File: src/common/vrf_settings.svh
`ifndef VRF_SETTINGS_SVH
`define VRF_SETTINGS_SVH

// number of vector registers
`define VRF_DEPTH 32

// register word width in bits
`define VRF_WIDTH 32

// byte lanes per word
`define VRF_BYTES (`VRF_WIDTH/8)

// two bank groups, one per write port
`define VRF_W_PORTS 2

// ports 0 and 1 serve the ALU, port 2 is external
`define VRF_R_PORTS 3

`endif

File: src/common/vrf_types_pkg.sv
`default_nettype none

`include "vrf_settings.svh"

package vrf_types_pkg;

   // register index
   typedef logic [$clog2(`VRF_DEPTH)-1:0] vreg_addr_t;

   // one register word
   typedef logic [`VRF_WIDTH-1:0] vreg_data_t;

   // one enable per byte lane
   typedef logic [`VRF_BYTES-1:0] vreg_bwe_t;

endpackage

`default_nettype wire

File: src/common/valu_pkg.sv
`default_nettype none

package valu_pkg;

   // full-word operations, add and sub wrap around
   typedef enum logic [1:0] {
      OP_ADD = 2'd0,
      OP_SUB = 2'd1,
      OP_XOR = 2'd2,
      OP_AND = 2'd3
   } alu_op_e;

   typedef enum logic [1:0] {
      ST_IDLE  = 2'd0,
      ST_FETCH = 2'd1,
      ST_EXEC  = 2'd2,
      ST_WB    = 2'd3
   } alu_state_e;

endpackage

`default_nettype wire

File: src/logic/vec_alu.sv
`timescale 1ns/1ps
`default_nettype none

module vec_alu
   import vrf_types_pkg::*;
   import valu_pkg::*;
(
   input  wire logic             clk,
   input  wire logic             rstn,
   // command
   input  wire logic             op_en_i,
   input  wire alu_op_e          op_code_i,
   input  wire vreg_addr_t       op_rd_i,
   input  wire vreg_addr_t       op_rs1_i,
   input  wire vreg_addr_t       op_rs2_i,
   // operand reads on register file ports 0 and 1
   output vreg_addr_t [1:0]      rs_addr_o,
   output logic       [1:0]      rs_en_o,
   input  wire vreg_data_t [1:0] rs_data_i,
   // writeback
   output logic                  wb_en_o,
   output vreg_addr_t            wb_addr_o,
   output vreg_data_t            wb_data_o,
   output logic                  busy_o
);

   alu_state_e state_q;
   alu_state_e state_d;

   // latched command
   alu_op_e    op_q;
   vreg_addr_t rd_q;
   vreg_addr_t rs1_q;
   vreg_addr_t rs2_q;

   vreg_data_t alu_res;
   vreg_data_t res_q;

   always_comb
   begin
      state_d = state_q;
      case (state_q)
         ST_IDLE:
         begin
            if (op_en_i)
               state_d = ST_FETCH;
         end
         ST_FETCH: state_d = ST_EXEC;
         ST_EXEC:  state_d = ST_WB;
         default:  state_d = ST_IDLE;
      endcase
   end

   always_ff @(posedge clk)
   begin
      if (!rstn)
         state_q <= ST_IDLE;
      else
         state_q <= state_d;
   end

   always_ff @(posedge clk)
   begin
      if (state_q == ST_IDLE && op_en_i)
      begin
         op_q  <= op_code_i;
         rd_q  <= op_rd_i;
         rs1_q <= op_rs1_i;
         rs2_q <= op_rs2_i;
      end
      if (state_q == ST_EXEC)
         res_q <= alu_res;
   end

   // operands arrive from the read registers during ST_EXEC
   always_comb
   begin
      case (op_q)
         OP_ADD:  alu_res = rs_data_i[0] + rs_data_i[1];
         OP_SUB:  alu_res = rs_data_i[0] - rs_data_i[1];
         OP_XOR:  alu_res = rs_data_i[0] ^ rs_data_i[1];
         default: alu_res = rs_data_i[0] & rs_data_i[1];
      endcase
   end

   assign rs_addr_o[0] = rs1_q;
   assign rs_addr_o[1] = rs2_q;
   assign rs_en_o      = {2{state_q == ST_FETCH}};

   assign wb_en_o   = (state_q == ST_WB);
   assign wb_addr_o = rd_q;
   assign wb_data_o = res_q;
   assign busy_o    = (state_q != ST_IDLE);

endmodule

`default_nettype wire

File: config.mk
export PLATFORM = sky130hd
export DESIGN_NAME = vec_alu
export DESIGN_NICKNAME = d
export VERILOG_FILES = /design/src/common/vrf_types_pkg.sv /design/src/common/valu_pkg.sv /design/src/logic/vec_alu.sv
export VERILOG_INCLUDE_DIRS = /design/src /design/src/common
export SDC_FILE = /design/constraint.sdc
export NUM_CORES = 1
export LEC_CHECK = 0
export BUFFER_PORTS_ARGS = -buffer_cell sky130_fd_sc_hd__clkbuf_2
export CAP_MARGIN = 20
export CORE_MARGIN = 5
export CORE_UTILIZATION = 40
export DETAILED_ROUTE_END_ITERATION = 10
export REMOVE_ABC_BUFFERS = 1
export SLEW_MARGIN = 20
export SYNTH_ARGS = -nofsm -noshare
export SYNTH_HDL_FRONTEND = slang
export SYNTH_SLANG_ARGS = --single-unit
export TNS_END_PERCENT = 30
File: constraint.sdc
create_clock -name clk -period 5.25 [get_ports clk]
set_input_delay 0.525 -clock clk [delete_from_list [all_inputs] [get_ports clk]]
set_output_delay 0.525 -clock clk [all_outputs]
set_load 0.01 [all_outputs]
==> implementation parameters, run 1 <==
Parameter                              Value

Floorplan
  Cell Rows ... 41
  Starting Density ... 40.4%
  Number of primary I/O pins ... 135
  Height of the chip ... 123 um
  Area of the die ... 15000 um^2
  CORE AREA ... 12500 um^2
  Width of the chip ... 123 um

Yosys
  Synthesis Warnings ... 0
  Number of enable flip-flop cells after synthesis ... 49
  Proportion of synthesized chip area in sequential cells ... 29.9%
  Dominant register cell in the synthesized netlist ... sky130_fd_sc_hd__edfxtp_1
  Syn Inst Count ... 553
  Async set-reset flop share out of synthesis ... 0%
  Post-synthesis cell type with the largest combined area ... sky130_fd_sc_hd__edfxtp_1
  Library cells used by synthesis ... 62
  Leading cell types by total area after synthesis ... sky130_fd_sc_hd__edfxtp_1 29%, sky130_fd_sc_hd__ha_1 17%, sky130_fd_sc_hd__a21oi_1 4.9%
  Flops & latches, synth ... 51
  Syn avg cell area ... 9.15 um^2
  Post-Syn Area ... 5060 um^2
  Share of Yosys cell area claimed by the top area cell type ... 29.1%

Detailed routing
  Post-detailed-route via-to-cell ratio ... 5.47
  Number of design rule violations left after detail routing ... 0
  Post-route ant nets ... 0
  Routed length per placed instance ... 16.8 um
  Violation count after the first detailed-route iteration ... 204
  Total wirelength of the detailed-routed design ... 14400 um
  Count of vias placed by the detailed router ... 4673
  Drt first pass iters ... 5

Final layout
  Area occupied by multi-input gates ... 3400 um^2
  Layout net count ... 835
  Fraction of final layout cells with drive strength greater than 1 ... 23.9%
  Area taken by flip-flops and latches ... 1510 um^2
  Relative area change from synthesis to final layout ... 19.9%
  # diodes ... 0
  Layout filler cell count ... 1264

Global routing
  Routing layer with the top usage in global route ... met2
  Pin count of the biggest net entering global routing ... 61
  Met3 track utilization from global routing ... 3.23%
  Global router's overall resource usage ... 19.4%
  Aggregate global routing overflow ... 0
  Number of global-route vias before repair ... 4628
  Met1 capacity usage during global routing ... 25.0%
  Met2 demand-to-capacity share in global routing ... 33.8%
  Number of antenna violations at the first check in global routing ... 0
  Global-route wire length before repair ... 23100 um

Flow run
  Total of max-cap violations ... 0

Clocking
  Max Buffers Root-to-Sink ... 2
  TritonCTS clock tree ... built
  Inserted Clock Buffers ... 5
  Clock network latency to the later pin of the worst-skew pair ... 0.31 ns
  Clock root buffer ... sky130_fd_sc_hd__clkbuf_16
  H-tree level count ... 2
  Postcts setup bufs ... 0
  Number of hold buffers added after CTS ... 0
  CTS-repair resized insts ... 0
  TritonCTS sink count ... 51
  Clock-pin slew of the registers on the worst-case setup and hold paths ... 0.09 ns

Worst setup path
  CP Data Arrival Time ... 4.08 ns
  CP Capture Point ... wb_data_o[29]
  Startpoint of the worst register-to-register path ... op_q[1]
  Sort of element at the end of the critical path ... register
  Largest incremental delay on the critical path ... 0.67 ns
  R2r worst-path depth ... 13
  Startpoint type of the worst setup path ... primary input
  Required time at the endpoint of the critical path ... 5.28 ns
  R2r endpoint ... wb_data_o[28]
  Worst-path cell chain ... clkbuf_2, inv_1, ha_1, nor2b_1, nand4_1, or4_2, nand2_1, xor2_1, ha_1, and2_1, a221oi_1, or3_1, a31oi_1, o21ai_1, a311o_1, o221ai_1
  Number of buffer and inverter instances along the worst setup path ... 2
  CP Launch Point ... rs_data_i[32]
  Delay-heaviest family, CP ... simple AND/OR/NAND/NOR gates
  Setup Crit Path Kind ... in -> reg
  Worst-path fanout max ... 5
  Slowest library cell on the worst path ... sky130_fd_sc_hd__or4_2
  Critical path depth ... 16
  Most common cell type on the critical path ... sky130_fd_sc_hd__ha_1
  Slack of the worst reg-to-reg path ... 1.61 ns

Pwr
  Net load switching power ... 0.663 mW
  Overall power consumption ... 1.69 mW
  Max VDD drop ... 0.000144 V
  Logic gate share of total power ... 47.0%
  Power density over cell area ... 279 nW/um^2
  Net switching fraction of the power ... 39.2%
  Internal ... 1.03 mW
  Pleak ... 2.73 nW
  Sequential group share of total power ... 31.9%
  Part of the power in the clock network ... 21.1%

STA
  Final setup violating endpoints ... 0
  Max-slew headroom ... 52.1%
  Slew at the pin closest to its max-slew limit ... 0.714 ns
  Highest Clock Rate ... 247 MHz
  Portion of the clock cycle consumed by the worst path in the final layout ... 77.0%
  Time the worst path needs with I/O delays and setup ... 4.04 ns
  RSZ-0062 raised after global routing ... no
  Sum Neg Setup Slack ... 0 ns
  Fin Clk Skew ... 0.0168 ns
  Final Hold Violating Endpoints ... 0
  Slew Viols, Final ... 0

Status
  Outcome ... completed

Placed design
  Final HPWL from detailed placement ... 11200 um
  Port-buffer cells ... 134
  Final weighted congestion of routability-driven global placement ... 0.916

Min path
  Worst hold path class ... in -> reg
  Worst hold start ... op_rs1_i[0]
[kinds of logic after synthesis]
family	Yosys count	synth area share [%]
flip-flops	51	29.9
multiplexers	21	4.25
buffers and inverters	40	3.06
AO/OA/AOI/OAI	168	21.6
AND/OR/NAND/NOR	159	16.2
adder cells (fa/ha/maj)	69	17.2
XOR/XNOR	45	7.79
[placed cells by master (no fill, tap or decap), types with 17 or more instances in the layout]
cell                       Yosys  routed
sky130_fd_sc_hd__nor2_1       40      40
sky130_fd_sc_hd__xor2_1       22      22
sky130_fd_sc_hd__mux2i_1      17      17
sky130_fd_sc_hd__clkbuf_2      0     134
sky130_fd_sc_hd__ha_1         68      68
sky130_fd_sc_hd__nand2_1      37      37
sky130_fd_sc_hd__edfxtp_1     49      49
sky130_fd_sc_hd__xnor2_1      23      23
sky130_fd_sc_hd__inv_1        22      22
sky130_fd_sc_hd__o21ai_0      33      33
sky130_fd_sc_hd__a21oi_1      50      50
[cells in the mapped netlist, types with 11 or more instances]
master,instances
sky130_fd_sc_hd__edfxtp_1,49
sky130_fd_sc_hd__mux2i_1,17
sky130_fd_sc_hd__inv_1,22
sky130_fd_sc_hd__a21oi_1,50
sky130_fd_sc_hd__o211ai_1,13
sky130_fd_sc_hd__a21o_1,16
sky130_fd_sc_hd__xor2_1,22
sky130_fd_sc_hd__o21ai_0,33
sky130_fd_sc_hd__clkbuf_1,13
sky130_fd_sc_hd__xnor2_1,23
sky130_fd_sc_hd__nor2_1,40
sky130_fd_sc_hd__ha_1,68
sky130_fd_sc_hd__nand2b_1,11
sky130_fd_sc_hd__nand2_1,37
[layer usage]
metal  vias up  share of wire [%]  routed length, um
met2       134                 46               6660
li1       2343                  -                  -
met4         0                1.8                255
met5         -                  0                  0
met3        15                6.6                945
met1      2181                 45               6510
[power by group through the flow]
stage | Combinational, mW | Clock [mW] | Sequential, mW
floorplan | 0.511 | 0 | 0.590
global placement | 0.784 | 0 | 0.549
detailed placement | 0.793 | 0 | 0.550
CTS | 0.798 | 0.369 | 0.541
global route | 0.898 | 0.385 | 0.545
finish | 0.795 | 0.357 | 0.540
[metrics by stage]
stage	cell area, um^2	utilization (%)	setup WS [ns]	instances	hold WS (ns)
after global routing	6070	48.5	0.875	855	0.379
final	6070	48.5	1.21	855	0.393
after floorplan	4990	-	0.869	535	0.585
after global placement	5920	47.3	1.04	847	0.620
after detailed placement	5920	47.3	0.908	847	0.645
after CTS	6070	48.5	1.22	855	0.386
[cell type report]
cell class                      instances  share of cell area, %
Multi-Input combinational cell        462                   55.9
Sequential cell                        51                   24.9
Timing Repair Buffer                  140                   11.8
Tap cell                              172                   3.54
Clock buffer                            5                   2.06
Inverter                               22                   1.36
Clock inverter                          3                  0.412
[worst min path at each step]
stage	endpoint	slack (ns)	cells after the start
2_1_floorplan	state_q[1]	0.59	3
3_3_place_gp	state_q[1]	0.62	3
3_5_place_dp	state_q[1]	0.65	3
4_1_cts	rs1_q[0]	0.39	1
5_1_grt	rs1_q[0]	0.38	1
6_report	rs1_q[0]	0.39	1
[registers in the layout, indices dropped and copies added (netlist names)]
name and count:
op_q 2, rs1_q 5, rs2_q 5, state_q 2, wb_addr_o 5, wb_data_o 32
Note: power is estimated with default switching activity, not from simulation.
==> run 2: changes to the inputs <==
ABC_AREA = 1   (was not set)
clock period = 3.65 ns   (was 5.25 ns; I/O delays follow)
==> run 2 against run 1 <==
Against the previous run: global-route usage is 2.1 points higher; area after synthesis is 18% higher; highest routed layer unchanged; count of clock-buffer cells in the layout stayed put; via count is 31% higher; critical path type is now reg -> reg; largest cell class unchanged; sequential power is 66% higher; die area is 16% higher; clock power is 43% higher; critical endpoint is now wb_data_o[19]; sequential cell count stayed put; final cell count is 42% higher.
==> implementation parameters, run 2 <==
Parameter                              Value

Status
  Outcome ... completed

Yosys
  Dominant register cell in the synthesized netlist ... sky130_fd_sc_hd__edfxtp_1
  Async set-reset flop share out of synthesis ... 0%
  Adder and majority cell fraction of the synthesized area ... 14.6%
  Synthesis Warnings ... 0
  Flops & latches, synth ... 51
  Leading cell types by total area after synthesis ... sky130_fd_sc_hd__edfxtp_1 25%, sky130_fd_sc_hd__nand2_1 18%, sky130_fd_sc_hd__ha_1 14%
  Number of enable flip-flop cells after synthesis ... 49
  Largest family of logic cells by synthesized area ... simple AND/OR/NAND/NOR gates
  Simple-gate share of the synthesized area ... 36.2%
  Count leader, synth ... sky130_fd_sc_hd__nand2_1
  Most instantiated cells after synthesis ... 281 x sky130_fd_sc_hd__nand2_1, 146 x sky130_fd_sc_hd__inv_1, 76 x sky130_fd_sc_hd__nor2_1
  XOR/XNOR share of the synthesized area ... 4.26%
  Post-Syn Area ... 5960 um^2
  Syn Inst Count ... 893
  Share of Yosys cell area claimed by the top area cell type ... 24.7%
  Post-synthesis cell type with the largest combined area ... sky130_fd_sc_hd__edfxtp_1
  Library cells used by synthesis ... 37
  Multiplexer share of the synthesized area ... 0%
  Complex-gate fraction of the synthesized area ... 8.97%
  Proportion of synthesized chip area in sequential cells ... 25.4%
  Syn avg cell area ... 6.67 um^2

Worst setup path
  Sort of element at the end of the critical path ... register
  Slowest library cell on the worst path ... sky130_fd_sc_hd__edfxtp_1
  Worst-path cell chain ... inv_1, nor2_1, inv_2, o21ai_0, xor2_1, inv_1, ha_1, nand2_2, inv_1, a21oi_1, nand2_2, nand2_1, nand2_2, nand2_1, nand3b_1, nand3_1, nand2_1
  Required time at the endpoint of the critical path ... 3.69 ns
  Setup Crit Path Kind ... reg -> reg
  R2r endpoint ... wb_data_o[19]
  Worst-path fanout max ... 26
  CP Data Arrival Time ... 3.22 ns
  Largest incremental delay on the critical path ... 0.43 ns
  R2r worst-path depth ... 17
  Startpoint type of the worst setup path ... register
  Startpoint of the worst register-to-register path ... op_q[0]
  Slack of the worst reg-to-reg path ... 0.47 ns

Detailed routing
  Post-detailed-route via-to-cell ratio ... 5.04
  Post-route ant nets ... 0
  Drt first pass iters ... 5
  Total wirelength of the detailed-routed design ... 19000 um
  Violation count after the first detailed-route iteration ... 472
  Count of vias placed by the detailed router ... 6119
  Routed length per placed instance ... 15.7 um
  Number of design rule violations left after detail routing ... 0

STA
  Max-slew headroom ... 39.4%
  Fin Clk Skew ... 0.0156 ns
  Highest Clock Rate ... 315 MHz
  Portion of the clock cycle consumed by the worst path in the final layout ... 87.1%
  Final Hold Violating Endpoints ... 0
  Time the worst path needs with I/O delays and setup ... 3.18 ns
  Slew at the pin closest to its max-slew limit ... 0.909 ns
  Final setup violating endpoints ... 0
  Slew Viols, Final ... 0
  RSZ-0062 raised after global routing ... no
  Sum Neg Setup Slack ... 0 ns
  Final hold slack ... 0.225 ns

Final layout
  # diodes ... 0
  Post-Route Utilization ... 48.0%
  Fraction of final layout cells with drive strength greater than 1 ... 19.6%
  Largest register FFs ... 32
  Most frequent cells in the layout ... 281 x sky130_fd_sc_hd__nand2_1, 146 x sky130_fd_sc_hd__inv_1, 134 x sky130_fd_sc_hd__clkbuf_2
  Layout net count ... 1181
  Final non-filler cell total ... 1213
  Relative area change from synthesis to final layout ... 17.6%
  Leading cell type in the layout, fill and taps excluded ... sky130_fd_sc_hd__nand2_1
  Cell area after layout ... 7010 um^2

Global routing
  Global-route wire length before repair ... 30000 um
  Aggregate global routing overflow ... 0
  Number of antenna violations at the first check in global routing ... 0
  Global router's overall resource usage ... 21.5%
  Pin count of the biggest net entering global routing ... 34
  Number of global-route vias before repair ... 5772

Clocking
  CTS-repair resized insts ... 0
  Number of hold buffers added after CTS ... 0
  Clock network latency to the later pin of the worst-skew pair ... 0.31 ns
  TritonCTS clock tree ... built
  Max Buffers Root-to-Sink ... 2
  Inserted Clock Buffers ... 5
  Postcts setup bufs ... 0
  Clock-pin slew of the registers on the worst-case setup and hold paths ... 0.08 ns
  TritonCTS sink count ... 51
  Clock root buffer ... sky130_fd_sc_hd__clkbuf_16
  H-tree level count ... 2

Floorplan
  Area of the die ... 17400 um^2
  Starting Density ... 40.8%
  Width of the chip ... 132 um
  Cell Rows ... 44
  Number of primary I/O pins ... 135
  CORE AREA ... 14600 um^2
  Height of the chip ... 132 um

Placed design
  Number of placed cells counting well taps ... 1205
  Final HPWL from detailed placement ... 15700 um
  Post-detailed-placement cell area ... 6850 um^2
  Final weighted congestion of routability-driven global placement ... 0.942
  Port-buffer cells ... 134

Min path
  Worst hold start ... op_code_i[1]
  Hold Path Cell Cnt ... 1
  Worst hold path class ... in -> reg
  End point of the worst hold path ... op_q[1]

Flow run
  Total of max-cap violations ... 0

Pwr
  Pleak ... 3.76 nW
  Power density over cell area ... 460 nW/um^2
  Max VDD drop ... 0.000220 V
==> run 2: final cells by class <==
| class | instances | area [um^2] |
|---|---|---|
| clock buffer | 5 | 125 |
| clock inverter | 3 | 27.5 |
| fill | 1521 | 7580 |
| inverter | 151 | 567 |
| multi-input combinational | 678 | 3820 |
| sequential | 51 | 1510 |
| tap | 184 | 230 |
| timing repair buffer | 141 | 723 |
==> run 2: per-stage QoR <==
stage	power (mW)	worst slack [ns]
2_1_floorplan	2.11	0.652
3_3_place_gp	2.70	0.325
3_5_place_dp	2.72	0.305
4_1_cts	3.24	0.509
5_1_grt	3.51	0.205
6_report	3.23	0.471
==> run 2: routing by layer <==
metal | global-route usage [%] | up-vias | wire, um
met5 | 0 | - | 0
met4 | 4.91 | 0 | 340
met3 | 3.21 | 16 | 1360
met2 | 33.2 | 219 | 8150
met1 | 31.6 | 2737 | 9140
li1 | - | 3147 | -
==> run 2: worst max path at each step <==
stage	from	endpoint	cells after the start
floorplan	op_q[1]	wb_data_o[31]	16
global placement	rs_data_i[32]	wb_data_o[26]	19
detailed placement	rs_data_i[33]	wb_data_o[26]	19
CTS	op_q[0]	wb_data_o[19]	17
global route	op_q[0]	wb_data_o[26]	16
finish	op_q[0]	wb_data_o[19]	17
==> run 2: logic make-up (layout without fill, tap and decap cells) <==
family | count (synthesis) | in the layout
and+or+nand+nor | 493 | 493
buffers and inverters | 164 | 300
AOI/OAI and AO/OA | 87 | 87
adders and majority gates | 69 | 69
DFF | 51 | 51
xor gates and xnor gates | 29 | 29
==> run 2: power by group <==
| group | internal (mW) | leakage (nW) | switching (mW) |
|---|---|---|---|
| sequential | 0.859 | 0.476 | 0.0394 |
| clock | 0.261 | 0.0719 | 0.249 |
| combinational | 0.614 | 3.21 | 1.20 |
| total | 1.73 | 3.76 | 1.49 |
==> run 2: critical path, delay by kind of cell (launching register included) <==
kind / cells / cell delay, ns
buf+inv: 4 / 0.57
simple gates: 9 / 0.90
flops: 1 / 0.43
fa+ha+maj: 1 / 0.36
xor+xnor: 1 / 0.24
compound gates: 2 / 0.40
