## config.mk

```make
export PLATFORM = sky130hd
export DESIGN_NAME = write_arbiter
export DESIGN_NICKNAME = d
export VERILOG_FILES = /design/src/common/vrf_types_pkg.sv /design/src/logic/write_arbiter.sv
export VERILOG_INCLUDE_DIRS = /design/src /design/src/common
export SDC_FILE = /design/constraint.sdc
export NUM_CORES = 1
export LEC_CHECK = 0
export BUFFER_PORTS_ARGS = -buffer_cell sky130_fd_sc_hd__buf_2
export CAP_MARGIN = 10
export CORE_AREA = 2 2 64 66
export DETAILED_ROUTE_END_ITERATION = 6
export DIE_AREA = 0 0 66 68
export PLACE_DENSITY = 0.68
export REMOVE_ABC_BUFFERS = 1
export SLEW_MARGIN = 20
export SYNTH_ARGS = -nofsm -noshare
export SYNTH_HDL_FRONTEND = slang
export SYNTH_SLANG_ARGS = --single-unit
```

## constraint.sdc

```tcl
create_clock -name vclk -period 2.6
set_input_delay 0.26 -clock vclk [all_inputs]
set_output_delay 0.26 -clock vclk [all_outputs]
set_load 0.02 [all_outputs]
```

## src/common/vrf_settings.svh

```systemverilog
`ifndef VRF_SETTINGS_SVH
`define VRF_SETTINGS_SVH

// number of vector registers
`define VRF_DEPTH 32

// register word width in bits
`define VRF_WIDTH 32

// byte lanes per word
`define VRF_BYTES (`VRF_WIDTH/8)

// two bank groups, one per write port
`define VRF_W_PORTS 2

// ports 0 and 1 serve the ALU, port 2 is external
`define VRF_R_PORTS 3

`endif

```

## src/common/vrf_types_pkg.sv

```systemverilog
`default_nettype none

`include "vrf_settings.svh"

package vrf_types_pkg;

   // register index
   typedef logic [$clog2(`VRF_DEPTH)-1:0] vreg_addr_t;

   // one register word
   typedef logic [`VRF_WIDTH-1:0] vreg_data_t;

   // one enable per byte lane
   typedef logic [`VRF_BYTES-1:0] vreg_bwe_t;

endpackage

`default_nettype wire

```

## src/logic/write_arbiter.sv

```systemverilog
`timescale 1ns/1ps
`default_nettype none

`include "vrf_settings.svh"

module write_arbiter
   import vrf_types_pkg::*;
(
   // ALU writeback
   input  wire logic                        wb_en_i,
   input  wire vreg_addr_t                  wb_addr_i,
   input  wire vreg_data_t                  wb_data_i,
   // external load
   input  wire logic                        ld_en_i,
   input  wire vreg_addr_t                  ld_addr_i,
   input  wire vreg_bwe_t                   ld_bwe_i,
   input  wire vreg_data_t                  ld_data_i,
   // register file write ports
   output vreg_addr_t [`VRF_W_PORTS-1:0]    waddr_o,
   output vreg_bwe_t  [`VRF_W_PORTS-1:0]    bwe_o,
   output vreg_data_t [`VRF_W_PORTS-1:0]    din_o,
   output logic                             ld_conflict_o
);

   logic collide;

   // same address on both ports is undefined in the XOR code
   assign collide = wb_en_i && ld_en_i && (wb_addr_i == ld_addr_i);

   always_comb
   begin
      // port 0 carries the ALU, full word
      waddr_o[0] = wb_addr_i;
      bwe_o[0]   = {$bits(vreg_bwe_t){wb_en_i}};
      din_o[0]   = wb_data_i;
      // port 1 carries loads, ALU wins a collision
      waddr_o[1] = ld_addr_i;
      bwe_o[1]   = (ld_en_i && !collide) ? ld_bwe_i : '0;
      din_o[1]   = ld_data_i;
   end

   assign ld_conflict_o = collide;

endmodule

`default_nettype wire

```

==> impl_metrics.prom, run 1 <==
# TYPE chip_impl_metric gauge
chip_impl_metric{name="power_density",unit="nW/µm²"} 193
chip_impl_metric{name="design.core.area",unit="µm²"} 3860
chip_impl_metric{name="final_layout_size_suffix_gt1_share",unit="%"} 70.6
chip_impl_info{name="synth_most_common_cell",value="buf_4"} 1
chip_impl_metric{name="min_delay_path_depth",unit=""} 0
chip_impl_metric{name="ys_types",unit=""} 8
chip_impl_metric{name="floorplan.io_pins",unit=""} 163
chip_impl_metric{name="globalRoute.totalOverflow",unit=""} 0
chip_impl_metric{name="dieArea",unit="µm²"} 4490
chip_impl_metric{name="routed_wirelength",unit="mm"} 5.87
chip_impl_metric{name="yosysSeqAreaShare",unit="%"} 0
chip_impl_metric{name="number_of_port_buffers",unit=""} 35
chip_impl_metric{name="setup_violations",unit=""} 0
chip_impl_metric{name="seq_power_share",unit="%"} 0
chip_impl_metric{name="rows",unit=""} 23
chip_impl_metric{name="multi_input_area",unit="µm²"} 113
chip_impl_metric{name="fraction_of_power_spent_switching_nets",unit="%"} 62.6
chip_impl_metric{name="worstSetupPathDepth",unit=""} 5
chip_impl_metric{name="areaGrowthSynthToFinish",unit="%"} -49.8
chip_impl_metric{name="n_sequential_cell",unit=""} 0
chip_impl_info{name="post-synth-top-area-cell",value="buf_4"} 1
chip_impl_metric{name="globalRouteTotalUtil",unit="%"} 24.2
chip_impl_metric{name="antenna_found_initial",unit=""} 0
chip_impl_metric{name="netlist_instances",unit=""} 94
chip_impl_info{name="worst_path_dominant_cell_family",value="simple AND/OR/NAND/NOR gates"} 1
chip_impl_metric{name="clkPwrFrac",unit="%"} 0
chip_impl_metric{name="finalNetCount",unit=""} 133
chip_impl_metric{name="postRouteAntennaNets",unit=""} 0
chip_impl_metric{name="cts_setup_buffers",unit=""} 0
chip_impl_info{name="worst_setup_path_startpoint",value="ld_addr_i[3]"} 1
chip_impl_metric{name="timing.critical_path.slowest_cell_delay",unit="ps"} 360
chip_impl_metric{name="dr_total_vias",unit=""} 428
chip_impl_info{name="min_path_type",value="in2out"} 1
chip_impl_metric{name="die_w",unit="µm"} 66
chip_impl_metric{name="power_report.internal_total",unit="mW"} 0.0253
chip_impl_info{name="cp-start-kind",value="input pin"} 1
chip_impl_metric{name="synthDominantCellAreaShare",unit="%"} 83.9
chip_impl_info{name="result_of_the_run",value="finished, final reports clean"} 1
chip_impl_metric{name="final_period_minus_worst_setup_slack",unit="ps"} 1500
chip_impl_info{name="critPathCaptureType",value="output port"} 1
chip_impl_metric{name="path_buf_inv",unit=""} 2
chip_impl_metric{name="fmax",unit="MHz"} 668
chip_impl_metric{name="critical_path_maximum_fanout",unit=""} 5
chip_impl_metric{name="maxSlewViolCount",unit=""} 0
chip_impl_metric{name="synthesis.yosys.warnings",unit=""} 0
chip_impl_metric{name="detail_route.vias_per_cell",unit=""} 4.24
chip_impl_metric{name="number_of_max_cap_violations",unit=""} 0
chip_impl_info{name="timing.critical_path.cells",value="buf_2, xor2_1, nor4_4, and2_1, buf_2"} 1
chip_impl_metric{name="required",unit="ps"} 2340
chip_impl_info{name="timing.setup.critical_path_class",value="in2out"} 1
chip_impl_info{name="post_synth_most_frequent_cells",value="78 x buf_4, 4 x a21oi_1, 4 x nand2_1, 4 x xor2_1"} 1
chip_impl_metric{name="drtIter0Drc",unit=""} 2
chip_impl_metric{name="postSynthAreaPerCell",unit="µm²"} 7.43
chip_impl_metric{name="drtPass1Iterations",unit=""} 2
chip_impl_metric{name="power.combinational.fraction",unit="%"} 100.0
chip_impl_metric{name="power.static_leakage",unit="nW"} 0.190
chip_impl_metric{name="timing.max_slew.rel_slack",unit="%"} 79.6
chip_impl_metric{name="grt_first_pass_wirelength",unit="mm"} 6.24
chip_impl_metric{name="drt_drc_violations_left",unit=""} 0
chip_impl_metric{name="n_antenna_cell",unit=""} 0
chip_impl_metric{name="tightest_slew",unit="ps"} 303
chip_impl_metric{name="fin_util",unit="%"} 9.09
chip_impl_metric{name="post_drt_wl_per_cell",unit="µm"} 58.1
chip_impl_metric{name="grt_pass1_vias",unit=""} 346
chip_impl_info{name="hold_start",value="ld_data_i[15]"} 1
chip_impl_info{name="worst_path_most_repeated_cell",value="buf_2"} 1
chip_impl_metric{name="maximum_number_of_pins_on_one_net_before_global_route_repair",unit=""} 6
chip_impl_metric{name="setup-tns-final",unit="ps"} 0
chip_impl_metric{name="nClkBuffers",unit=""} 0
chip_impl_metric{name="switching_power",unit="mW"} 0.0423
chip_impl_metric{name="gp_congestion",unit=""} 0.788
chip_impl_metric{name="timing.critical_path.arrival",unit="ps"} 1240
chip_impl_info{name="setup_repair_after_global_routing_missed_its_margin",value="no"} 1
chip_impl_metric{name="n_fill_cell",unit=""} 467
chip_impl_info{name="critical-path-slowest-cell",value="nor4_4"} 1
chip_impl_metric{name="fin_crit_sh",unit="%"} 57.6
chip_impl_metric{name="fp.dieH",unit="µm"} 68
chip_impl_metric{name="floorplan.initialDensity",unit="%"} 18.1
chip_impl_metric{name="postCtsHoldBufs",unit=""} 0
chip_impl_metric{name="worst_ir_drop_vdd",unit="V"} 0.0000268
chip_impl_metric{name="timing_hold_violations_final",unit=""} 0
chip_impl_metric{name="netlist_area",unit="µm²"} 698
chip_impl_metric{name="register_area",unit="µm²"} 0
chip_impl_info{name="synth_area_leaders",value="buf_4 84%, xor2_1 5.0%, nor4_4 3.0%"} 1
chip_impl_metric{name="cts.repair.resized",unit=""} 0
metal layers:
layer	track usage, %	vias up	routed length, µm
met2	47.7	125	3150
li1	-	126	-
met1	7.71	157	714
met3	29.9	20	1550
met4	14.8	0	451
met5	5.00	-	0
final cells by class:
cell class | instances | share of cell area (%)
tap | 50 | 17.9
multi-input combinational | 16 | 32.1
timing repair buffer | 35 | 50.0
power by group through the flow:
stage          sequential [mW]  combinational [mW]  clock, mW
4_1_cts                      0              0.0677          0
6_report                     0              0.0676          0
3_5_place_dp                 0              0.0675          0
2_1_floorplan                0              0.0194          0
5_1_grt                      0              0.0730          0
3_3_place_gp                 0              0.0661          0
path summary, 6_finish.rpt:
kind,slack [ps],to
max,1100,ld_conflict_o
min,520,din_o[47]
metrics by stage:
| step | setup slack [ps] | hold WS (ps) | power (mW) | instances | area (µm²) |
|---|---|---|---|---|---|
| final | 1100 | 520 | 0.0676 | 101 | 350 |
| after global routing | 1030 | 520 | 0.0730 | 101 | 350 |
| after CTS | 1110 | 520 | 0.0677 | 101 | 350 |
| after detailed placement | 1110 | 520 | 0.0675 | 101 | 350 |
| after global placement | 1130 | 520 | 0.0661 | 101 | 350 |
| after floorplan | 1300 | 520 | 0.0194 | 16 | 113 |
kinds of logic (layout without fill, tap and decap cells):
logic type / Yosys count / after routing / synth area share, %
buffers and inverters: 78 / 35 / 83.9
AND/OR/NAND/NOR: 7 / 7 / 6.99
XOR/XNOR: 5 / 5 / 6.27
AO/OA/AOI/OAI: 4 / 4 / 2.87
cell usage in the layout, fill, tap and decap left out, drive strengths merged:
cell type   n
and3        1
buf        35
xnor2       1
and2        1
a21oi       4
xor2        4
nand2       4
nor4        1
Power figures use the tool's default switching activity.
==> run 2: changes to the inputs <==
Settings changed: CORE_AREA 2 2 64 66 to 2 2 63 65, DIE_AREA 0 0 66 68 to 0 0 65 67, PLACE_DENSITY 0.68 to 0.73.
Clock period 2.6 ns to 1.2 ns, I/O delays scaled along.
==> run 2 against run 1 <==
  * The flow now finishes with violations (setup timing)
  * Worst hold slack worse by 280 ps
  * Critical path depth stayed put
  * Final area is 21% higher
  * Routed wire length is 2.2% higher
  * Total power grew to 2.5 times the previous value
  * Sequential cell count stayed put
  * Via count is 4.2% lower
  * Non-clock buffer count stayed put
  * Critical path type unchanged
  * Highest routed layer unchanged
==> impl_metrics.prom, run 2 (synthesis gave the netlist of run 1 again) <==
# TYPE chip_impl_metric gauge
chip_impl_metric{name="post_drt_wl_per_cell",unit="µm"} 60.6
chip_impl_metric{name="power_report.internal_total",unit="mW"} 0.0718
chip_impl_info{name="cp-start-kind",value="input pin"} 1
chip_impl_metric{name="floorplan.initialDensity",unit="%"} 19.4
chip_impl_metric{name="rows",unit=""} 22
chip_impl_metric{name="antenna_found_initial",unit=""} 0
chip_impl_metric{name="fmax",unit="MHz"} 822
chip_impl_metric{name="finalInstanceArea",unit="µm²"} 423
chip_impl_metric{name="fin_crit_sh",unit="%"} 101
chip_impl_info{name="min_path_type",value="in2out"} 1
chip_impl_metric{name="required",unit="ps"} 1080
chip_impl_metric{name="timing.max_slew.rel_slack",unit="%"} 77.7
chip_impl_metric{name="n_antenna_cell",unit=""} 0
chip_impl_metric{name="die_w",unit="µm"} 65
chip_impl_metric{name="areaGrowthSynthToFinish",unit="%"} -39.4
chip_impl_info{name="layout_commonest_cell",value="buf_2"} 1
chip_impl_metric{name="globalRouteTotalUtil",unit="%"} 25.8
chip_impl_metric{name="worst_slack",unit="ps"} -17.0
chip_impl_metric{name="final_period_minus_worst_setup_slack",unit="ps"} 1220
chip_impl_info{name="timing.setup.critical_path_class",value="in2out"} 1
chip_impl_metric{name="number_of_max_cap_violations",unit=""} 0
chip_impl_info{name="setup_repair_after_global_routing_missed_its_margin",value="yes"} 1
chip_impl_metric{name="floorplan.io_pins",unit=""} 163
chip_impl_metric{name="register_area",unit="µm²"} 0
chip_impl_metric{name="globalRoute.totalOverflow",unit=""} 0
chip_impl_info{name="result_of_the_run",value="finished, violations left"} 1
chip_impl_info{name="most-common-layout-cells",value="30 x buf_2, 4 x nand2_1, 4 x a21oi_1"} 1
chip_impl_metric{name="gp_congestion",unit=""} 0.956
chip_impl_metric{name="dpl_cell_area",unit="µm²"} 348
chip_impl_metric{name="timing.critical_path.arrival",unit="ps"} 1100
chip_impl_metric{name="timing_hold_violations_final",unit=""} 0
chip_impl_metric{name="dieArea",unit="µm²"} 4360
chip_impl_metric{name="dr_total_vias",unit=""} 410
chip_impl_metric{name="min_delay_path_depth",unit=""} 0
chip_impl_metric{name="fp.dieH",unit="µm"} 67
chip_impl_metric{name="globalRouteMet3Util",unit="%"} 33.6
chip_impl_metric{name="power_density",unit="nW/µm²"} 404
chip_impl_info{name="timing.critical_path.cells",value="buf_8, xor2_2, nor4_4, and2_4, buf_6"} 1
chip_impl_info{name="busiest_layer",value="met2"} 1
chip_impl_metric{name="postRouteAntennaNets",unit=""} 0
chip_impl_metric{name="power.static_leakage",unit="nW"} 0.209
chip_impl_metric{name="detail_route.vias_per_cell",unit=""} 4.14
chip_impl_metric{name="maxSlewViolCount",unit=""} 0
chip_impl_metric{name="final_layout_size_suffix_gt1_share",unit="%"} 78.4
chip_impl_metric{name="grt_use_met2",unit="%"} 49.7
chip_impl_metric{name="finalNetCount",unit=""} 133
chip_impl_metric{name="fraction_of_power_spent_switching_nets",unit="%"} 58.0
chip_impl_metric{name="nClkBuffers",unit=""} 0
chip_impl_metric{name="tightest_slew",unit="ps"} 333
chip_impl_metric{name="worst_setup_slack_before_clock_tree_synthesis",unit="ps"} -41.1
chip_impl_metric{name="cts_setup_buffers",unit=""} 0
chip_impl_metric{name="grt_pass1_vias",unit=""} 361
chip_impl_metric{name="routed_wirelength",unit="mm"} 6.00
chip_impl_metric{name="design.core.area",unit="µm²"} 3610
chip_impl_metric{name="dp_hpwl",unit="mm"} 5.85
chip_impl_metric{name="drtIter0Drc",unit=""} 9
chip_impl_metric{name="clkPwrFrac",unit="%"} 0
chip_impl_metric{name="critical_path_maximum_fanout",unit=""} 5
chip_impl_metric{name="timing.critical_path.slowest_cell_delay",unit="ps"} 380
chip_impl_metric{name="setup_violations",unit=""} 1
chip_impl_metric{name="grt_first_pass_wirelength",unit="mm"} 6.52
chip_impl_metric{name="multi_input_area",unit="µm²"} 149
chip_impl_info{name="violations",value="setup timing"} 1
chip_impl_metric{name="switching_power",unit="mW"} 0.0992
chip_impl_metric{name="number_of_port_buffers",unit=""} 35
chip_impl_metric{name="worst_ir_drop_vdd",unit="V"} 0.0000670
chip_impl_metric{name="drtPass1Iterations",unit=""} 3
chip_impl_info{name="critical-path-slowest-cell",value="nor4_4"} 1
chip_impl_metric{name="gr-usage-met1",unit="%"} 9.21
chip_impl_metric{name="maximum_number_of_pins_on_one_net_before_global_route_repair",unit=""} 6
chip_impl_info{name="critPathCaptureType",value="output port"} 1
chip_impl_metric{name="seq_power_share",unit="%"} 0
chip_impl_metric{name="n_sequential_cell",unit=""} 0
chip_impl_metric{name="n_fill_cell",unit=""} 422
chip_impl_metric{name="drt_drc_violations_left",unit=""} 0
chip_impl_metric{name="power.combinational.fraction",unit="%"} 100.0
## run 2: worst paths after layout
path | start | endpoint | slack [ps]
worst min-delay path | ld_data_i[24] | din_o[56] | 240
worst max-delay path | wb_addr_i[3] | ld_conflict_o | -20
## run 2: timing repair
action	in CTS	in global routing
hold buffers	0	0
gates cloned	0	0
resized for setup	8	8
pin swaps	3	6
setup endpoints to repair	3	5
## run 2: power by group through the flow
| stage | logic, mW | clock network, mW | registers (mW) |
|---|---|---|---|
| 2_1_floorplan | 0.0420 | 0 | 0 |
| 3_3_place_gp | 0.147 | 0 | 0 |
| 3_5_place_dp | 0.148 | 0 | 0 |
| 4_1_cts | 0.162 | 0 | 0 |
| 5_1_grt | 0.183 | 0 | 0 |
| 6_report | 0.171 | 0 | 0 |
## run 2: layer usage
metal  vias to the layer above  part of all wire, %
li1                        123                    -
met1                       152                   13
met2                       123                   54
met3                        12                   28
met4                         0                  5.4
met5                         -                    0
## run 2: final cells by class
type / count / share of cell area, %
multi-input cells: 16 / 35.2
repair buffers: 35 / 50.6
well taps: 48 / 14.2
## run 2: worst max-delay path: cells and delay by family
family | cells | cell delay (ps)
buffers and inverters | 2 | 210
AND/OR/NAND/NOR | 2 | 590
XOR/XNOR | 1 | 170
## run 2: through the flow
| stage | TNS (ps) | hold slack [ps] | power (mW) | util (%) | instances |
|---|---|---|---|---|---|
| 2_1_floorplan | 0 | 240 | 0.0420 | - | 16 |
| 3_3_place_gp | -16.3 | 240 | 0.147 | 9.65 | 99 |
| 3_5_place_dp | -51.7 | 240 | 0.148 | 9.65 | 99 |
| 4_1_cts | -13.0 | 240 | 0.162 | 10.8 | 99 |
| 5_1_grt | -302 | 240 | 0.183 | 11.7 | 99 |
| 6_report | -17.0 | 240 | 0.171 | 11.7 | 99 |
==> run 3: changes to the inputs <==
Settings changed: ABC_AREA set to 1, PLACE_DENSITY 0.73 to 0.74.
==> run 3 against run 2 <==
  * The run now ends clean
  * Synthesized area up 6.5%
  * Total power shrank 14%
  * Combinational power shrank 15%
  * Die area unchanged
  * Largest power group unchanged
==> impl_metrics.prom, run 3 <==
# TYPE chip_impl_metric gauge
chip_impl_metric{name="globalRoute.totalOverflow",unit=""} 0
chip_impl_metric{name="post_drt_wl_per_cell",unit="µm"} 47.7
chip_impl_info{name="synth_area_leaders",value="buf_4 79%, inv_1 7.1%, nand2_1 6.6%"} 1
chip_impl_metric{name="rows",unit=""} 22
chip_impl_info{name="result_of_the_run",value="finished, final reports clean"} 1
chip_impl_metric{name="nClkBuffers",unit=""} 0
chip_impl_metric{name="route.layer.met1.wl",unit="µm"} 931
chip_impl_metric{name="areaGrowthSynthToFinish",unit="%"} -46.8
chip_impl_metric{name="power_density",unit="nW/µm²"} 370
chip_impl_metric{name="timing_hold_violations_final",unit=""} 0
chip_impl_metric{name="postRouteAntennaNets",unit=""} 0
chip_impl_info{name="cp-start-kind",value="input pin"} 1
chip_impl_metric{name="final_layout_size_suffix_gt1_share",unit="%"} 51.4
chip_impl_metric{name="detailed_routed_wire_length_on_met3",unit="mm"} 1.57
chip_impl_metric{name="dr_total_vias",unit=""} 495
chip_impl_info{name="most-common-layout-cells",value="35 x buf_2, 14 x inv_1, 13 x nand2_1"} 1
chip_impl_metric{name="timing.critical_path.arrival",unit="ps"} 920
chip_impl_metric{name="maxSlewViolCount",unit=""} 0
chip_impl_metric{name="worst_setup_slack_before_clock_tree_synthesis",unit="ps"} 124
chip_impl_metric{name="register_area",unit="µm²"} 0
chip_impl_metric{name="cts_setup_buffers",unit=""} 0
chip_impl_metric{name="power.combinational.fraction",unit="%"} 100.0
chip_impl_metric{name="postCtsHoldBufs",unit=""} 0
chip_impl_metric{name="dp_hpwl",unit="mm"} 5.78
chip_impl_metric{name="number_of_max_cap_violations",unit=""} 0
chip_impl_metric{name="n_sequential_cell",unit=""} 0
chip_impl_metric{name="synthesis.yosys.warnings",unit=""} 0
chip_impl_info{name="layout_commonest_cell",value="buf_2"} 1
chip_impl_metric{name="fin_hold_ws",unit="ps"} 240
chip_impl_metric{name="detail_route.vias_per_cell",unit=""} 4.02
chip_impl_metric{name="fmax",unit="MHz"} 965
chip_impl_metric{name="n_fill_cell",unit=""} 423
chip_impl_metric{name="clkPwrFrac",unit="%"} 0
chip_impl_metric{name="worst_slack",unit="ps"} 164
chip_impl_metric{name="setup-tns-final",unit="ps"} 0
chip_impl_metric{name="required",unit="ps"} 1080
chip_impl_metric{name="multi_input_area",unit="µm²"} 105
chip_impl_metric{name="design.core.area",unit="µm²"} 3610
chip_impl_info{name="worst_path_most_repeated_cell",value="nor2_1"} 1
chip_impl_metric{name="gp_congestion",unit=""} 0.798
chip_impl_metric{name="final_cells",unit=""} 123
chip_impl_metric{name="final_period_minus_worst_setup_slack",unit="ps"} 1040
chip_impl_info{name="setup_repair_after_global_routing_missed_its_margin",value="no"} 1
chip_impl_metric{name="netlist_instances",unit=""} 117
chip_impl_metric{name="yosysSeqAreaShare",unit="%"} 0
chip_impl_metric{name="cts.repair.resized",unit=""} 0
chip_impl_metric{name="critical_path_maximum_fanout",unit=""} 4
chip_impl_metric{name="dieArea",unit="µm²"} 4360
chip_impl_info{name="timing.critical_path.cells",value="buf_2, nor2_1, nor2_1, nor2_1, nand3_2, nand2_2, nor2_1, buf_2"} 1
chip_impl_metric{name="number_of_port_buffers",unit=""} 35
chip_impl_metric{name="routed-wl-met2",unit="mm"} 3.07
chip_impl_metric{name="post-place-cells",unit=""} 122
chip_impl_metric{name="tightest_slew",unit="ps"} 177
chip_impl_metric{name="netlist_area",unit="µm²"} 743
chip_impl_metric{name="switching_power",unit="mW"} 0.0924
chip_impl_metric{name="drt_drc_violations_left",unit=""} 0
chip_impl_metric{name="maximum_number_of_pins_on_one_net_before_global_route_repair",unit=""} 6
chip_impl_metric{name="floorplan.io_pins",unit=""} 163
chip_impl_metric{name="power_report.internal_total",unit="mW"} 0.0538
chip_impl_info{name="post-synth-top-area-cell",value="buf_4"} 1
chip_impl_info{name="synth_most_common_cell",value="buf_4"} 1
chip_impl_info{name="timing.setup.critical_path_class",value="in2out"} 1
chip_impl_metric{name="drtPass1Iterations",unit=""} 4
chip_impl_metric{name="fin_crit_sh",unit="%"} 86.3
chip_impl_metric{name="die_w",unit="µm"} 65
chip_impl_metric{name="timing.max_slew.rel_slack",unit="%"} 88.2
chip_impl_metric{name="grt_pass1_vias",unit=""} 443
chip_impl_info{name="route.top_layer_used",value="met4"} 1
chip_impl_metric{name="ys_types",unit=""} 7
chip_impl_metric{name="fraction_of_power_spent_switching_nets",unit="%"} 63.2
chip_impl_metric{name="setup_violations",unit=""} 0
chip_impl_info{name="min_path_type",value="in2out"} 1
chip_impl_metric{name="fp.dieH",unit="µm"} 67
chip_impl_info{name="post_synth_most_frequent_cells",value="78 x buf_4, 14 x inv_1, 13 x nand2_1"} 1
chip_impl_metric{name="finalNetCount",unit=""} 156
chip_impl_metric{name="antenna_found_initial",unit=""} 0
chip_impl_metric{name="floorplan.initialDensity",unit="%"} 20.6
chip_impl_metric{name="postSynthAreaPerCell",unit="µm²"} 6.35
chip_impl_metric{name="worst_ir_drop_vdd",unit="V"} 0.0000709
chip_impl_metric{name="routed_wirelength",unit="mm"} 5.86
chip_impl_metric{name="synthDominantCellAreaShare",unit="%"} 78.8
chip_impl_metric{name="seq_power_share",unit="%"} 0
chip_impl_metric{name="globalRouteTotalUtil",unit="%"} 25.7
chip_impl_metric{name="grt_first_pass_wirelength",unit="mm"} 6.49
chip_impl_metric{name="drtIter0Drc",unit=""} 11
chip_impl_metric{name="power.static_leakage",unit="nW"} 0.286
chip_impl_metric{name="timing.critical_path.slowest_cell_delay",unit="ps"} 150
chip_impl_info{name="critPathCaptureType",value="output port"} 1
chip_impl_info{name="critical-path-slowest-cell",value="nor2_1"} 1
[run 3: cell count changes after synthesis, sizes merged, moves of 4 or more]
| cell | delta |
|---|---|
| xor2 | -4 |
| nand2 | +10 |
| nor2 | +10 |
| a21oi | -4 |
| inv | +14 |
[run 3: critical path: cells and delay by family]
kind | cells | cell delay [ps]
buf+inv | 2 | 260
simple gates | 6 | 530
[run 3: final cells by class]
cell class	count	share of cell area [%]
inverter	14	13.3
multi-input combinational	25	26.6
tap	48	15.2
timing repair buffer	35	44.3
antenna	1	0.633
[run 3: stage by stage]
stage | total power [mW] | utilization, % | area [µm²]
after CTS | 0.149 | 10.9 | 393
after floorplan | 0.0419 | - | 158
final | 0.146 | 11.0 | 395
after global placement | 0.146 | 10.9 | 393
after global routing | 0.161 | 10.9 | 393
after detailed placement | 0.148 | 10.9 | 393
[run 3: metal layers]
metal,vias to the layer above,global-route usage [%]
met2,134,49.5
met1,173,10.4
li1,176,-
met4,0,10.9
met5,-,5.56
met3,12,32.4
[run 3: cells by family after synthesis]
family,count (synthesis),synth area share (%)
AND/OR/NAND/NOR,25,14.1
buffers and inverters,92,85.9
[run 3: power by group through the flow]
stage	Clock [mW]	Combinational, mW	Sequential [mW]
after global routing	0	0.161	0
after floorplan	0	0.0419	0
final	0.000000111	0.146	0
after global placement	0	0.146	0
after CTS	0	0.149	0
after detailed placement	0	0.148	0
[run 3: path summary, 6_finish.rpt]
kind / from / to / cells after the start / slack, ps
max: ld_addr_i[2] / bwe_o[6] / 8 / 160
min: ld_data_i[29] / din_o[61] / 0 / 240
